<file path="config.mk">
export PLATFORM = sky130hd
export DESIGN_NAME = usb_receiver
export DESIGN_NICKNAME = d
export VERILOG_FILES = /design/src/logic/usb_rx_pkg.sv /design/src/logic/usb_line_decoder.sv /design/src/logic/usb_packet_assembler.sv /design/src/logic/usb_receiver.sv /design/src/logic/usb_rx_fifo.sv
export SDC_FILE = /design/constraint.sdc
export NUM_CORES = 1
export LEC_CHECK = 0
export BUFFER_PORTS_ARGS = -buffer_cell sky130_fd_sc_hd__buf_4
export CORE_ASPECT_RATIO = 0.6
export CORE_MARGIN = 2
export CORE_UTILIZATION = 30
export CTS_BUF_LIST = sky130_fd_sc_hd__clkbuf_2 sky130_fd_sc_hd__clkbuf_4 sky130_fd_sc_hd__clkbuf_8
export CTS_CLUSTER_DIAMETER = 30
export DETAILED_ROUTE_END_ITERATION = 7
export PLACE_DENSITY = 0.47
export SYNTH_ARGS = -nofsm -noshare
export SYNTH_HDL_FRONTEND = slang
export SYNTH_SLANG_ARGS = --single-unit
export TNS_END_PERCENT = 20
</file>
<file path="constraint.sdc">
create_clock -name tb_clk -period 2.92 [get_ports tb_clk]
set_clock_uncertainty 0.15 [all_clocks]
set_input_delay 0.146 -clock tb_clk [delete_from_list [all_inputs] [get_ports tb_clk]]
set_output_delay 0.146 -clock tb_clk [all_outputs]
set_load 0.005 [all_outputs]
</file>
<file path="src/logic/usb_rx_pkg.sv">
// shared types and constants for the USB full-speed receive path
// referenced by scoped name from the RTL and the testbench

package usb_rx_pkg;

	// one received byte, as stored in the FIFO
	typedef logic [7:0] byte_t;

	// 4-bit PID codes, sent LSB first on the wire
	typedef enum logic [3:0] {
		PID_OUT   = 4'b0001,
		PID_IN    = 4'b1001,
		PID_SOF   = 4'b0101,
		PID_SETUP = 4'b1101,
		PID_DATA0 = 4'b0011,
		PID_DATA1 = 4'b1011,
		PID_ACK   = 4'b0010,
		PID_NAK   = 4'b1010,
		PID_STALL = 4'b1110
	} pid_code_e;

	// a PID byte seen either as the raw FIFO byte
	// or as check nibble over code nibble
	typedef union packed {
		byte_t raw;
		struct packed {
			logic [3:0] check;
			pid_code_e  code;
		} fields;
	} pid_u;

	// KJKJKJKK decodes to seven zeros and a one
	// shifted in LSB first this lands as 8'h80
	localparam byte_t SYNC_BYTE = 8'h80;

	// after this many ones in a row the sender inserts a zero
	localparam int STUFF_LIMIT = 6;

endpackage

</file>
<file path="src/logic/usb_line_decoder.sv">
// turns the D+/D- pair into a stream of data bit strobes
// NRZI decode, bit unstuffing, EOP and line fault detection

`timescale 1ns/100ps

module usb_line_decoder #(
	parameter int CLKS_PER_BIT = 8
) (
	input  logic tb_clk,
	input  logic rst_n,
	input  logic d_plus,
	input  logic d_minus,
	output logic bit_valid,
	output logic bit_value,
	output logic eop,
	output logic line_error
);

	localparam int CNT_W = $clog2(CLKS_PER_BIT);
	localparam logic [CNT_W-1:0] SAMPLE_AT = CNT_W'(CLKS_PER_BIT / 2 - 1);
	localparam logic [CNT_W-1:0] LAST_CNT = CNT_W'(CLKS_PER_BIT - 1);

	localparam int ONES_W = $clog2(usb_rx_pkg::STUFF_LIMIT + 1);
	localparam logic [ONES_W-1:0] ONES_MAX = ONES_W'(usb_rx_pkg::STUFF_LIMIT);

	// idle waits for a K, active decodes, halt waits out a broken packet
	localparam logic [1:0] ST_IDLE   = 2'd0;
	localparam logic [1:0] ST_ACTIVE = 2'd1;
	localparam logic [1:0] ST_HALT   = 2'd2;

	logic dp_s1, dp_s2;
	logic dm_s1, dm_s2;
	logic [CNT_W-1:0] bit_cnt;
	logic [1:0] state;
	logic last_level;
	logic [ONES_W-1:0] ones_cnt;
	logic [1:0] se0_cnt;

	logic line_edge;
	logic sample;
	logic is_se0;
	logic is_se1;
	logic is_j;
	logic nrzi_bit;

	// a change about to enter the second flop restarts the bit timer
	assign line_edge = (dp_s1 != dp_s2) || (dm_s1 != dm_s2);
	assign sample = (bit_cnt == SAMPLE_AT);

	assign is_se0 = !dp_s2 && !dm_s2;
	assign is_se1 = dp_s2 && dm_s2;
	assign is_j = dp_s2 && !dm_s2;

	// no transition means a one
	assign nrzi_bit = (dp_s2 == last_level);

	always_ff @(posedge tb_clk or negedge rst_n) begin
		if (!rst_n) begin
			dp_s1 <= 1'b1;
			dp_s2 <= 1'b1;
			dm_s1 <= 1'b0;
			dm_s2 <= 1'b0;
			bit_cnt <= '0;
			state <= ST_IDLE;
			last_level <= 1'b1;
			ones_cnt <= '0;
			se0_cnt <= 2'd0;
			bit_valid <= 1'b0;
			bit_value <= 1'b0;
			eop <= 1'b0;
			line_error <= 1'b0;
		end else begin
			dp_s1 <= d_plus;
			dp_s2 <= dp_s1;
			dm_s1 <= d_minus;
			dm_s2 <= dm_s1;

			bit_valid <= 1'b0;
			eop <= 1'b0;
			line_error <= 1'b0;

			if (line_edge || bit_cnt == LAST_CNT) begin
				bit_cnt <= '0;
			end else begin
				bit_cnt <= bit_cnt + 1'b1;
			end

			if (sample) begin
				case (state)
					ST_IDLE: begin
						se0_cnt <= 2'd0;
						// K out of idle is the first sync bit, a zero
						if (!is_se0 && !is_se1 && !dp_s2) begin
							state <= ST_ACTIVE;
							bit_valid <= 1'b1;
							bit_value <= 1'b0;
							last_level <= 1'b0;
							ones_cnt <= '0;
						end
					end
					ST_ACTIVE: begin
						if (is_se1) begin
							line_error <= 1'b1;
							se0_cnt <= 2'd0;
							state <= ST_HALT;
						end else if (is_se0) begin
							if (se0_cnt != 2'd3) begin
								se0_cnt <= se0_cnt + 2'd1;
							end
						end else if (se0_cnt != 2'd0) begin
							// end of an SE0 run
							se0_cnt <= 2'd0;
							if (se0_cnt >= 2'd2 && is_j) begin
								eop <= 1'b1;
								state <= ST_IDLE;
							end else begin
								line_error <= 1'b1;
								state <= ST_HALT;
							end
						end else begin
							last_level <= dp_s2;
							if (nrzi_bit) begin
								if (ones_cnt == ONES_MAX) begin
									// seventh one in a row
									line_error <= 1'b1;
									state <= ST_HALT;
								end else begin
									ones_cnt <= ones_cnt + 1'b1;
									bit_valid <= 1'b1;
									bit_value <= 1'b1;
								end
							end else begin
								ones_cnt <= '0;
								// a zero after a full run of ones is stuffing
								if (ones_cnt != ONES_MAX) begin
									bit_valid <= 1'b1;
									bit_value <= 1'b0;
								end
							end
						end
					end
					ST_HALT: begin
						if (is_se0) begin
							se0_cnt <= 2'd1;
						end else if (is_j && se0_cnt != 2'd0) begin
							se0_cnt <= 2'd0;
							state <= ST_IDLE;
						end
					end
					default: begin
						state <= ST_IDLE;
					end
				endcase
			end
		end
	end

	// the assembler treats these as exclusive events
	a_bit_not_eop: assert property (@(posedge tb_clk) disable iff (!rst_n)
		!(bit_valid && eop))
		else $error("bit strobe and EOP in the same cycle");

endmodule

</file>
<file path="src/logic/usb_packet_assembler.sv">
// collects decoded bits into bytes, checks sync and PID
// and pushes the PID and payload bytes into the receive FIFO

`timescale 1ns/100ps

module usb_packet_assembler (
	input  logic              tb_clk,
	input  logic              rst_n,
	input  logic              bit_valid,
	input  logic              bit_value,
	input  logic              eop,
	input  logic              line_error,
	input  logic              full,
	output logic              w_enable,
	output usb_rx_pkg::byte_t w_data,
	output logic              rcving,
	output logic              r_error
);

	localparam logic [2:0] A_IDLE = 3'd0;
	localparam logic [2:0] A_SYNC = 3'd1;
	localparam logic [2:0] A_PID  = 3'd2;
	localparam logic [2:0] A_DATA = 3'd3;
	localparam logic [2:0] A_WAIT = 3'd4;

	logic [2:0] state;
	logic [2:0] bit_cnt;
	usb_rx_pkg::byte_t shift_q;
	usb_rx_pkg::byte_t next_byte;
	usb_rx_pkg::pid_u pid_view;
	logic byte_done;
	logic pid_ok;

	// LSB first, so each new bit enters at the top
	assign next_byte = {bit_value, shift_q[7:1]};
	assign byte_done = (bit_cnt == 3'd7);

	always_comb begin
		pid_view.raw = next_byte;
		pid_ok = (pid_view.fields.check == ~4'(pid_view.fields.code));
	end

	always_ff @(posedge tb_clk) begin
		if (bit_valid) begin
			shift_q <= next_byte;
		end
		if (bit_valid && byte_done) begin
			w_data <= next_byte;
		end
	end

	always_ff @(posedge tb_clk or negedge rst_n) begin
		if (!rst_n) begin
			state <= A_IDLE;
			bit_cnt <= 3'd0;
			w_enable <= 1'b0;
			rcving <= 1'b0;
			r_error <= 1'b0;
		end else begin
			w_enable <= 1'b0;

			if (line_error) begin
				r_error <= 1'b1;
				rcving <= 1'b0;
				state <= A_IDLE;
			end else if (eop) begin
				// packet must end on a byte boundary after at least a PID
				if (state == A_SYNC || state == A_PID ||
					(state == A_DATA && bit_cnt != 3'd0)) begin
					r_error <= 1'b1;
				end
				rcving <= 1'b0;
				state <= A_IDLE;
			end else if (bit_valid) begin
				bit_cnt <= bit_cnt + 3'd1;
				case (state)
					A_IDLE: begin
						// first bit of a new packet
						rcving <= 1'b1;
						r_error <= 1'b0;
						bit_cnt <= 3'd1;
						state <= A_SYNC;
					end
					A_SYNC: begin
						if (byte_done) begin
							if (next_byte == usb_rx_pkg::SYNC_BYTE) begin
								state <= A_PID;
							end else begin
								r_error <= 1'b1;
								state <= A_WAIT;
							end
						end
					end
					A_PID: begin
						if (byte_done) begin
							if (!pid_ok || full) begin
								r_error <= 1'b1;
								state <= A_WAIT;
							end else begin
								w_enable <= 1'b1;
								state <= A_DATA;
							end
						end
					end
					A_DATA: begin
						if (byte_done) begin
							if (full) begin
								// no room, byte is lost
								r_error <= 1'b1;
								state <= A_WAIT;
							end else begin
								w_enable <= 1'b1;
							end
						end
					end
					default: begin
						// wait for EOP, bits are thrown away
					end
				endcase
			end
		end
	end

	// full is sampled one cycle before the write lands
	a_no_write_full: assert property (@(posedge tb_clk) disable iff (!rst_n)
		w_enable |-> !full)
		else $error("write issued into a full FIFO");

endmodule

</file>
<file path="src/logic/usb_receiver.sv">
// top of the USB full-speed receive path
// line decoder feeds the packet assembler, which fills the read FIFO

`timescale 1ns/100ps

module usb_receiver #(
	parameter int CLKS_PER_BIT = 8,
	parameter int FIFO_DEPTH = 16
) (
	input  logic              tb_clk,
	input  logic              rst_n,
	input  logic              d_plus,
	input  logic              d_minus,
	input  logic              r_enable,
	output usb_rx_pkg::byte_t r_data,
	output logic              empty,
	output logic              full,
	output logic              rcving,
	output logic              r_error
);

	logic bit_valid;
	logic bit_value;
	logic eop;
	logic line_error;
	logic w_enable;
	usb_rx_pkg::byte_t w_data;

	usb_line_decoder #(
		.CLKS_PER_BIT(CLKS_PER_BIT)
	) u_usb_line_decoder (
		.tb_clk(tb_clk),
		.rst_n(rst_n),
		.d_plus(d_plus),
		.d_minus(d_minus),
		.bit_valid(bit_valid),
		.bit_value(bit_value),
		.eop(eop),
		.line_error(line_error)
	);

	usb_packet_assembler u_usb_packet_assembler (
		.tb_clk(tb_clk),
		.rst_n(rst_n),
		.bit_valid(bit_valid),
		.bit_value(bit_value),
		.eop(eop),
		.line_error(line_error),
		.full(full),
		.w_enable(w_enable),
		.w_data(w_data),
		.rcving(rcving),
		.r_error(r_error)
	);

	usb_rx_fifo #(
		.FIFO_DEPTH(FIFO_DEPTH)
	) u_usb_rx_fifo (
		.tb_clk(tb_clk),
		.rst_n(rst_n),
		.w_enable(w_enable),
		.w_data(w_data),
		.r_enable(r_enable),
		.r_data(r_data),
		.empty(empty),
		.full(full)
	);

endmodule

</file>
<file path="src/logic/usb_rx_fifo.sv">
// first-word-fall-through byte FIFO between the assembler and the reader
// r_data shows the oldest byte whenever empty is low

`timescale 1ns/100ps

module usb_rx_fifo #(
	parameter int FIFO_DEPTH = 16
) (
	input  logic              tb_clk,
	input  logic              rst_n,
	input  logic              w_enable,
	input  usb_rx_pkg::byte_t w_data,
	input  logic              r_enable,
	output usb_rx_pkg::byte_t r_data,
	output logic              empty,
	output logic              full
);

	localparam int PTR_W = $clog2(FIFO_DEPTH);
	localparam int CNT_W = $clog2(FIFO_DEPTH + 1);
	localparam logic [PTR_W-1:0] LAST_SLOT = PTR_W'(FIFO_DEPTH - 1);

	usb_rx_pkg::byte_t mem [FIFO_DEPTH];
	logic [PTR_W-1:0] wr_ptr;
	logic [PTR_W-1:0] rd_ptr;
	logic [CNT_W-1:0] count;
	logic do_write;
	logic do_read;

	assign empty = (count == '0);
	assign full = (count == CNT_W'(FIFO_DEPTH));
	assign do_write = w_enable && !full;
	assign do_read = r_enable && !empty;
	assign r_data = mem[rd_ptr];

	always_ff @(posedge tb_clk) begin
		if (do_write) begin
			mem[wr_ptr] <= w_data;
		end
	end

	always_ff @(posedge tb_clk or negedge rst_n) begin
		if (!rst_n) begin
			wr_ptr <= '0;
			rd_ptr <= '0;
			count <= '0;
		end else begin
			if (do_write) begin
				wr_ptr <= (wr_ptr == LAST_SLOT) ? '0 : wr_ptr + 1'b1;
			end
			if (do_read) begin
				rd_ptr <= (rd_ptr == LAST_SLOT) ? '0 : rd_ptr + 1'b1;
			end
			case ({do_write, do_read})
				2'b10: count <= count + 1'b1;
				2'b01: count <= count - 1'b1;
				default: count <= count;
			endcase
		end
	end

	a_count_bound: assert property (@(posedge tb_clk) disable iff (!rst_n)
		count <= CNT_W'(FIFO_DEPTH))
		else $error("FIFO occupancy above depth");

	// the reader is expected to watch empty
	a_no_pop_empty: assert property (@(posedge tb_clk) disable iff (!rst_n)
		r_enable |-> !empty)
		else $error("read requested while FIFO empty");

endmodule

</file>
==> results of run 1 <==
## power groups by stage
stage / combinational [W] / clock, W / sequential, W
6_report: 0.00176 / 0.00187 / 0.00310
5_1_grt: 0.00196 / 0.00205 / 0.00313
2_1_floorplan: 0.00131 / 0 / 0.00300
3_3_place_gp: 0.00165 / 0 / 0.00317
3_5_place_dp: 0.00168 / 0 / 0.00318
4_1_cts: 0.00168 / 0.00193 / 0.00312
## cell usage in the layout, fill, tap and decap left out, types with 11 or more instances in the layout
master	netlist	routed
nand2_1	25	25
nor2b_1	11	11
ha_1	28	27
o21ai_0	11	11
dfrtp_1	38	37
buf_4	5	45
mux4_2	32	32
a21oi_1	16	16
clkbuf_8	0	17
inv_1	18	18
edfxtp_1	143	143
nor2_1	30	30
## worst register-to-register path, delay by kind of cell (launching register included)
family | cells | cell delay, ns
buf+inv | 1 | 0.08
fa+ha+maj | 2 | 0.55
simple gates | 4 | 0.72
flops | 1 | 0.48
compound gates | 2 | 0.34
xor+xnor | 2 | 0.30
## flip-flops by register name, summed over array words and instances (netlist names), 2 cells and up
register,cells
u_usb_line_decoder.bit_cnt,3
u_usb_packet_assembler.bit_cnt,3
u_usb_line_decoder.se0_cnt,2
u_usb_packet_assembler.shift_q,7
u_usb_packet_assembler.state,3
u_usb_packet_assembler.w_data,8
u_usb_rx_fifo.rd_ptr,4
u_usb_rx_fifo.wr_ptr,4
u_usb_rx_fifo.count,5
u_usb_line_decoder.state,2
u_usb_rx_fifo.mem,128
u_usb_line_decoder.ones_cnt,3
## cells by family after synthesis
logic type                 after synthesis  synth area share
buffers and inverters                   40            0.0234
adders and majority gates               29            0.0470
and+or+nand+nor                        102            0.0648
xor gates and xnor gates                15            0.0167
AOI/OAI and AO/OA                       73            0.0618
DFF                                    184             0.676
muxes                                   46             0.110
## routing by layer
layer | wire length [um] | part of all wire | track usage
met1 | 8160 | 0.53 | 0.181
met2 | 6600 | 0.43 | 0.172
met3 | 404 | 0.026 | 0.0262
met4 | 163 | 0.011 | 0.0413
met5 | 0 | 0 | 0
## worst paths after layout
path | start | endpoint | slack (ns)
max | u_usb_rx_fifo.count[0] | u_usb_rx_fifo.count[4] | 0.19
min | rst_n | u_usb_line_decoder.se0_cnt[1] | 0.05
max reg2reg | u_usb_rx_fifo.count[0] | u_usb_rx_fifo.count[4] | 0.19
min reg2reg | u_usb_line_decoder.dp_s1 | u_usb_line_decoder.dp_s2 | 0.23
max in group asynchronous | rst_n | u_usb_rx_fifo.rd_ptr[0] | 2.10
min in group tb_clk | r_enable | u_usb_rx_fifo.rd_ptr[2] | 0.14
## area by class of cell
class                      count  area, um2
clock buffer                  17        234
clock inverter                15        214
fill                        2427      16500
inverter                      19       71.3
multi-input combinational    265       2380
sequential                   184       5330
tap                          352        440
timing repair buffer          48        368
## metrics by stage
stage | instances | instance area, um2
final | 900 | 9030
after global routing | 900 | 9030
after CTS | 891 | 8950
after detailed placement | 856 | 8470
after global placement | 856 | 8470
after floorplan | 489 | 7870
## repair_timing
item | 4_1_cts | 5_1_grt
setup endpoints to repair | 4 | 3
resized for setup | 1 | 2
hold endpoints to repair | 43 | 0
cloned | 0 | 0
pin swaps | 0 | 1
hold buffers | 3 | 0
setup buffers | 0 | 9
==> results.json, run 1 <==
{
  "status": "finished, final reports clean",
  "die_w_um": 213,
  "p_leak_nw": 3.18,
  "cp_top_family": "simple AND/OR/NAND/NOR gates",
  "synth_common_cells": "143 x edfxtp_1, 38 x dfrtp_1, 32 x mux4_2, 30 x nor2_1, 28 x ha_1",
  "setup_slack_ns": 0.193,
  "vias": 4154,
  "synth_area_mm2": 0.00787,
  "port_buffers": 16,
  "worst_pin_slew_ns": 1.01,
  "pwr-share-clk": 0.277,
  "drtAntennaViolNets": 0,
  "p_sw_frac": 0.299,
  "ir_drop_mv": 0.329,
  "cts.reportedPaths.clkPinSlew_ns": 0.11,
  "synth_area_leaders": "edfxtp_1 55%, dfrtp_1 12%, mux4_2 9.2%, ha_1 4.4%, nor2_1 1.4%",
  "yosys_register_bits": 184,
  "syn_to_final_growth_pct": 14.7,
  "total_power_w": 0.00674,
  "grt_pass1_wl_um": 25000,
  "p_comb_frac": 0.262,
  "fmax_mhz": 367,
  "clk-insertion-delay-late_ns": 0.45,
  "crit_chain": "nor4_4, nand2_1, and2_1, inv_2, ha_2, ha_1, a21o_1, a21oi_1, xor2_1, nor2_1, xnor2_1",
  "initial_core_util": 0.308,
  "final.min_clock_period_ns": 2.73,
  "finalHoldViolCount": 0,
  "wl_per_cell_um": 17.0,
  "cts.root.buffer_cell": "clkbuf_8",
  "clock_sinks": 184,
  "synth-edff-count": 143,
  "rows": 45,
  "post-route-util": 0.353,
  "synthArstFlopShare": 0.223,
  "drive_gt1_frac": 0.232,
  "synth_fp_nets": 523,
  "p_seq_frac": 0.461,
  "period_share": 0.934,
  "drt-total-wl_um": 15300,
  "num_io_pins": 17,
  "yosysMostFrequentCell": "edfxtp_1",
  "place_congestion": 0.750,
  "dieArea_mm2": 0.0276,
  "die_h_um": 129,
  "maxSlewViolCount": 0,
  "drv_cap": 0,
  "grt_max_degree": 42,
  "numCtsBuffers": 17,
  "ys_seq_area_frac": 0.676,
  "overflow": 0,
  "cp_num_buf_inv": 1,
  "synth_ff_type": "edfxtp_1",
  "worstRegToRegCells": 11,
  "core_area_mm2": 0.0256,
  "p_switching_w": 0.00201,
  "synth_largest_area_cell": "edfxtp_1",
  "grt_pass1_vias": 4408,
  "yosys_warnings": 0,
  "antenna_found_initial": 0,
  "critical-path-max-stage-delay_ns": 0.48,
  "path_max_fanout": 5,
  "cts_tree": "yes",
  "syn_avg_cell_area_um2": 16.1,
  "pre_cts_slack_ns": 0.0566,
  "setup_violations": 0,
  "cp-start-kind": "register",
  "p_int_w": 0.00473,
  "htree_levels": 4,
  "drc": 0,
  "antenna_cells": 0,
  "cpMaxStageDelayCell": "dfrtp_1",
  "path_depth": 11,
  "drt-initial-drc-count": 346,
  "relSlewSlack": 0.323,
  "p_per_area_mw_per_mm2": 746,
  "critical_path_required_ns": 3.11,
  "endpoint_kind": "register",
  "crit_arrival_ns": 2.91,
  "clockBufferDepth": 2,
  "dr.pass1.iters": 5,
  "via_per_inst": 4.62,
  "hold_path.class": "in -> async",
  "yosys.cell_types.count": 61,
  "grt.total_usage": 0.121,
  "criticalPathCategory": "reg -> reg",
  "syn_inst": 489,
  "synth_top_area_frac": 0.545,
  "nets": 569,
  "fin_hold_ws_ns": 0.0545,
  "finalSetupTns_ns": 0,
  "dp_hpwl_um": 10700
}
No activity file was read; power rests on OpenSTA's default activity.
==> run 2: changes to the inputs <==
--- a/config.mk
+++ b/config.mk
@@ -8,11 +8,11 @@
 export BUFFER_PORTS_ARGS = -buffer_cell sky130_fd_sc_hd__buf_4
 export CORE_ASPECT_RATIO = 0.6
 export CORE_MARGIN = 2
-export CORE_UTILIZATION = 30
+export CORE_UTILIZATION = 65
 export CTS_BUF_LIST = sky130_fd_sc_hd__clkbuf_2 sky130_fd_sc_hd__clkbuf_4 sky130_fd_sc_hd__clkbuf_8
 export CTS_CLUSTER_DIAMETER = 30
 export DETAILED_ROUTE_END_ITERATION = 7
-export PLACE_DENSITY = 0.47
+export PLACE_DENSITY = 0.92
 export SYNTH_ARGS = -nofsm -noshare
 export SYNTH_HDL_FRONTEND = slang
 export SYNTH_SLANG_ARGS = --single-unit
==> constraint.sdc (replaced) <==
create_clock -name tb_clk -period 2.91 [get_ports tb_clk]
set_clock_uncertainty 0.15 [all_clocks]
set_input_delay 0.1455 -clock tb_clk [delete_from_list [all_inputs] [get_ports tb_clk]]
set_output_delay 0.1455 -clock tb_clk [all_outputs]
set_load 0.005 [all_outputs]
==> run 2 against run 1 <==
Utilization is 38 points higher. Setup slack worse by 0.067 ns. Cell count is 21% lower. Via count is 9.1% higher. Count of clock-buffer cells in the layout stayed put. Die area is 53% lower.
==> results.json, run 2 (synthesis results as in run 1) <==
{
  "p_leak_nw": 3.16,
  "drv_cap": 0,
  "critical_path_required_ns": 2.61,
  "num_io_pins": 17,
  "ir_drop_mv": 0.327,
  "regMostFlops": "u_usb_rx_fifo.mem",
  "drt-total-wl_um": 15500,
  "antenna_cells": 0,
  "core_area_mm2": 0.0119,
  "post-route-util": 0.733,
  "grt_pass1_wl_um": 24000,
  "htree_levels": 4,
  "dr.pass1.iters": 5,
  "die_w_um": 146,
  "crit_arrival_ns": 2.49,
  "regToRegEndpoint": "u_usb_rx_fifo.count[4]",
  "fmax_mhz": 359,
  "worst_pin_slew_ns": 0.791,
  "endpoint_kind": "output port",
  "place_congestion": 0.865,
  "cts.root.buffer_cell": "clkbuf_8",
  "cp-start-kind": "register",
  "overflow": 0,
  "dp_hpwl_um": 10800,
  "final_cell_mix": "143 x edfxtp_1, 45 x buf_4, 36 x dfrtp_1",
  "drt-initial-drc-count": 439,
  "final.min_clock_period_ns": 2.78,
  "cts_tree": "yes",
  "r2r_setup_slack_ns": 0.18,
  "clock_sinks": 184,
  "criticalPathCategory": "reg -> out",
  "wl_per_cell_um": 21.8,
  "clk-insertion-delay-late_ns": 0.44,
  "fin_cells": 714,
  "setup_slack_ns": 0.126,
  "p_per_area_mw_per_mm2": 745,
  "largestRegisters": "u_usb_rx_fifo.mem (128), u_usb_packet_assembler.w_data (8), u_usb_packet_assembler.shift_q (7)",
  "path_max_fanout": 21,
  "worstRegToRegCells": 11,
  "pre_cts_slack_ns": -0.0351,
  "vias": 4532,
  "final_common_cell": "edfxtp_1",
  "port_buffers": 16,
  "dieArea_mm2": 0.0130,
  "maxSlewViolCount": 0,
  "grt_max_degree": 42,
  "numCtsBuffers": 17,
  "dp_cells": 678,
  "clockBufferDepth": 2,
  "grt.total_usage": 0.251,
  "cts.reportedPaths.clkPinSlew_ns": 0.10,
  "finalHoldViolCount": 0,
  "fin_hold_ws_ns": 0.0772,
  "drc": 0,
  "relSlewSlack": 0.473,
  "nets": 570,
  "hold_path.class": "in -> async",
  "initial_core_util": 0.659,
  "via_per_inst": 6.35,
  "largest_register_ffs": 128,
  "period_share": 0.957,
  "drtAntennaViolNets": 0,
  "grt_pass1_vias": 4416,
  "die_h_um": 89.3,
  "rows": 31,
  "drive_gt1_frac": 0.235,
  "syn_to_final_growth_pct": 11.3,
  "setup_violations": 0,
  "r2r-start": "u_usb_rx_fifo.count[2]",
  "status": "finished, final reports clean",
  "antenna_found_initial": 0
}
==> run 2: cell types whose count changed in the layout (fill, tap and decap cells not counted) <==
cell	change
inv_8	-3
buf_6	+1
clkinv_8	-2
clkinvlp_4	+3
dfrtp_1	-1
dfrtp_2	+1
clkinv_4	+2
clkinv_2	+1
bufinv_16	-1
==> run 2: cell type report <==
class | count | area (um2)
repair buffers | 49 | 379
well taps | 165 | 206
inverters | 19 | 71.3
flip-flops and latches | 184 | 5330
fillers | 696 | 3190
multi-input cells | 265 | 2380
clock buffers | 17 | 234
clock inverters | 15 | 163
==> run 2: how the worst max path moves through the flow <==
stage	start	to	slack, ns
global route	u_usb_rx_fifo.count[2]	u_usb_rx_fifo.count[4]	-0.005
finish	u_usb_rx_fifo.rd_ptr[0]	r_data[0]	0.13
floorplan	u_usb_rx_fifo.count[1]	u_usb_rx_fifo.count[4]	0.15
global placement	u_usb_rx_fifo.count[1]	u_usb_rx_fifo.count[4]	0.12
CTS	u_usb_rx_fifo.rd_ptr[0]	r_data[6]	0.04
detailed placement	u_usb_rx_fifo.count[1]	u_usb_rx_fifo.count[4]	-0.04
==> run 2: power breakdown <==
group | internal [W] | leakage [nW] | total [W] | switching, W
sequential | 0.00289 | 1.81 | 0.00316 | 0.000266
clock | 0.000714 | 0.193 | 0.00166 | 0.000944
combinational | 0.000966 | 1.15 | 0.00171 | 0.000740
total | 0.00457 | 3.16 | 0.00652 | 0.00195
==> run 2: routing by layer <==
metal | track usage | up-vias | wire (um)
met2 | 0.428 | 215 | 7770
met5 | 0 | - | 0
met4 | 0.0750 | 0 | 277
met1 | 0.343 | 2314 | 6390
met3 | 0.0474 | 34 | 1110
li1 | - | 1969 | -
==> run 2: stage by stage <==
step	area [um2]	power [W]	TNS, ns
after floorplan	7870	0.00433	0
after global placement	8310	0.00476	0
after detailed placement	8310	0.00488	-0.0351
after CTS	8740	0.00653	0
after global routing	8760	0.00680	-0.00520
final	8760	0.00652	0
==> run 2: repair_timing <==
item	4_1_cts	5_1_grt
hold buffers	3	0
hold endpoints to repair	43	0
pin swaps	0	1
gates resized for setup	2	3
endpoints found under the setup margin	5	5
gates cloned	0	0
buffers inserted	0	1
==> run 2: worst max-delay path: stages (launching register included) <==
cell and delay (ns):
dfrtp_4 0.69, mux4_2 0.58, nor2b_1 0.15, a211oi_1 0.36, a21oi_1 0.08, buf_4 0.18
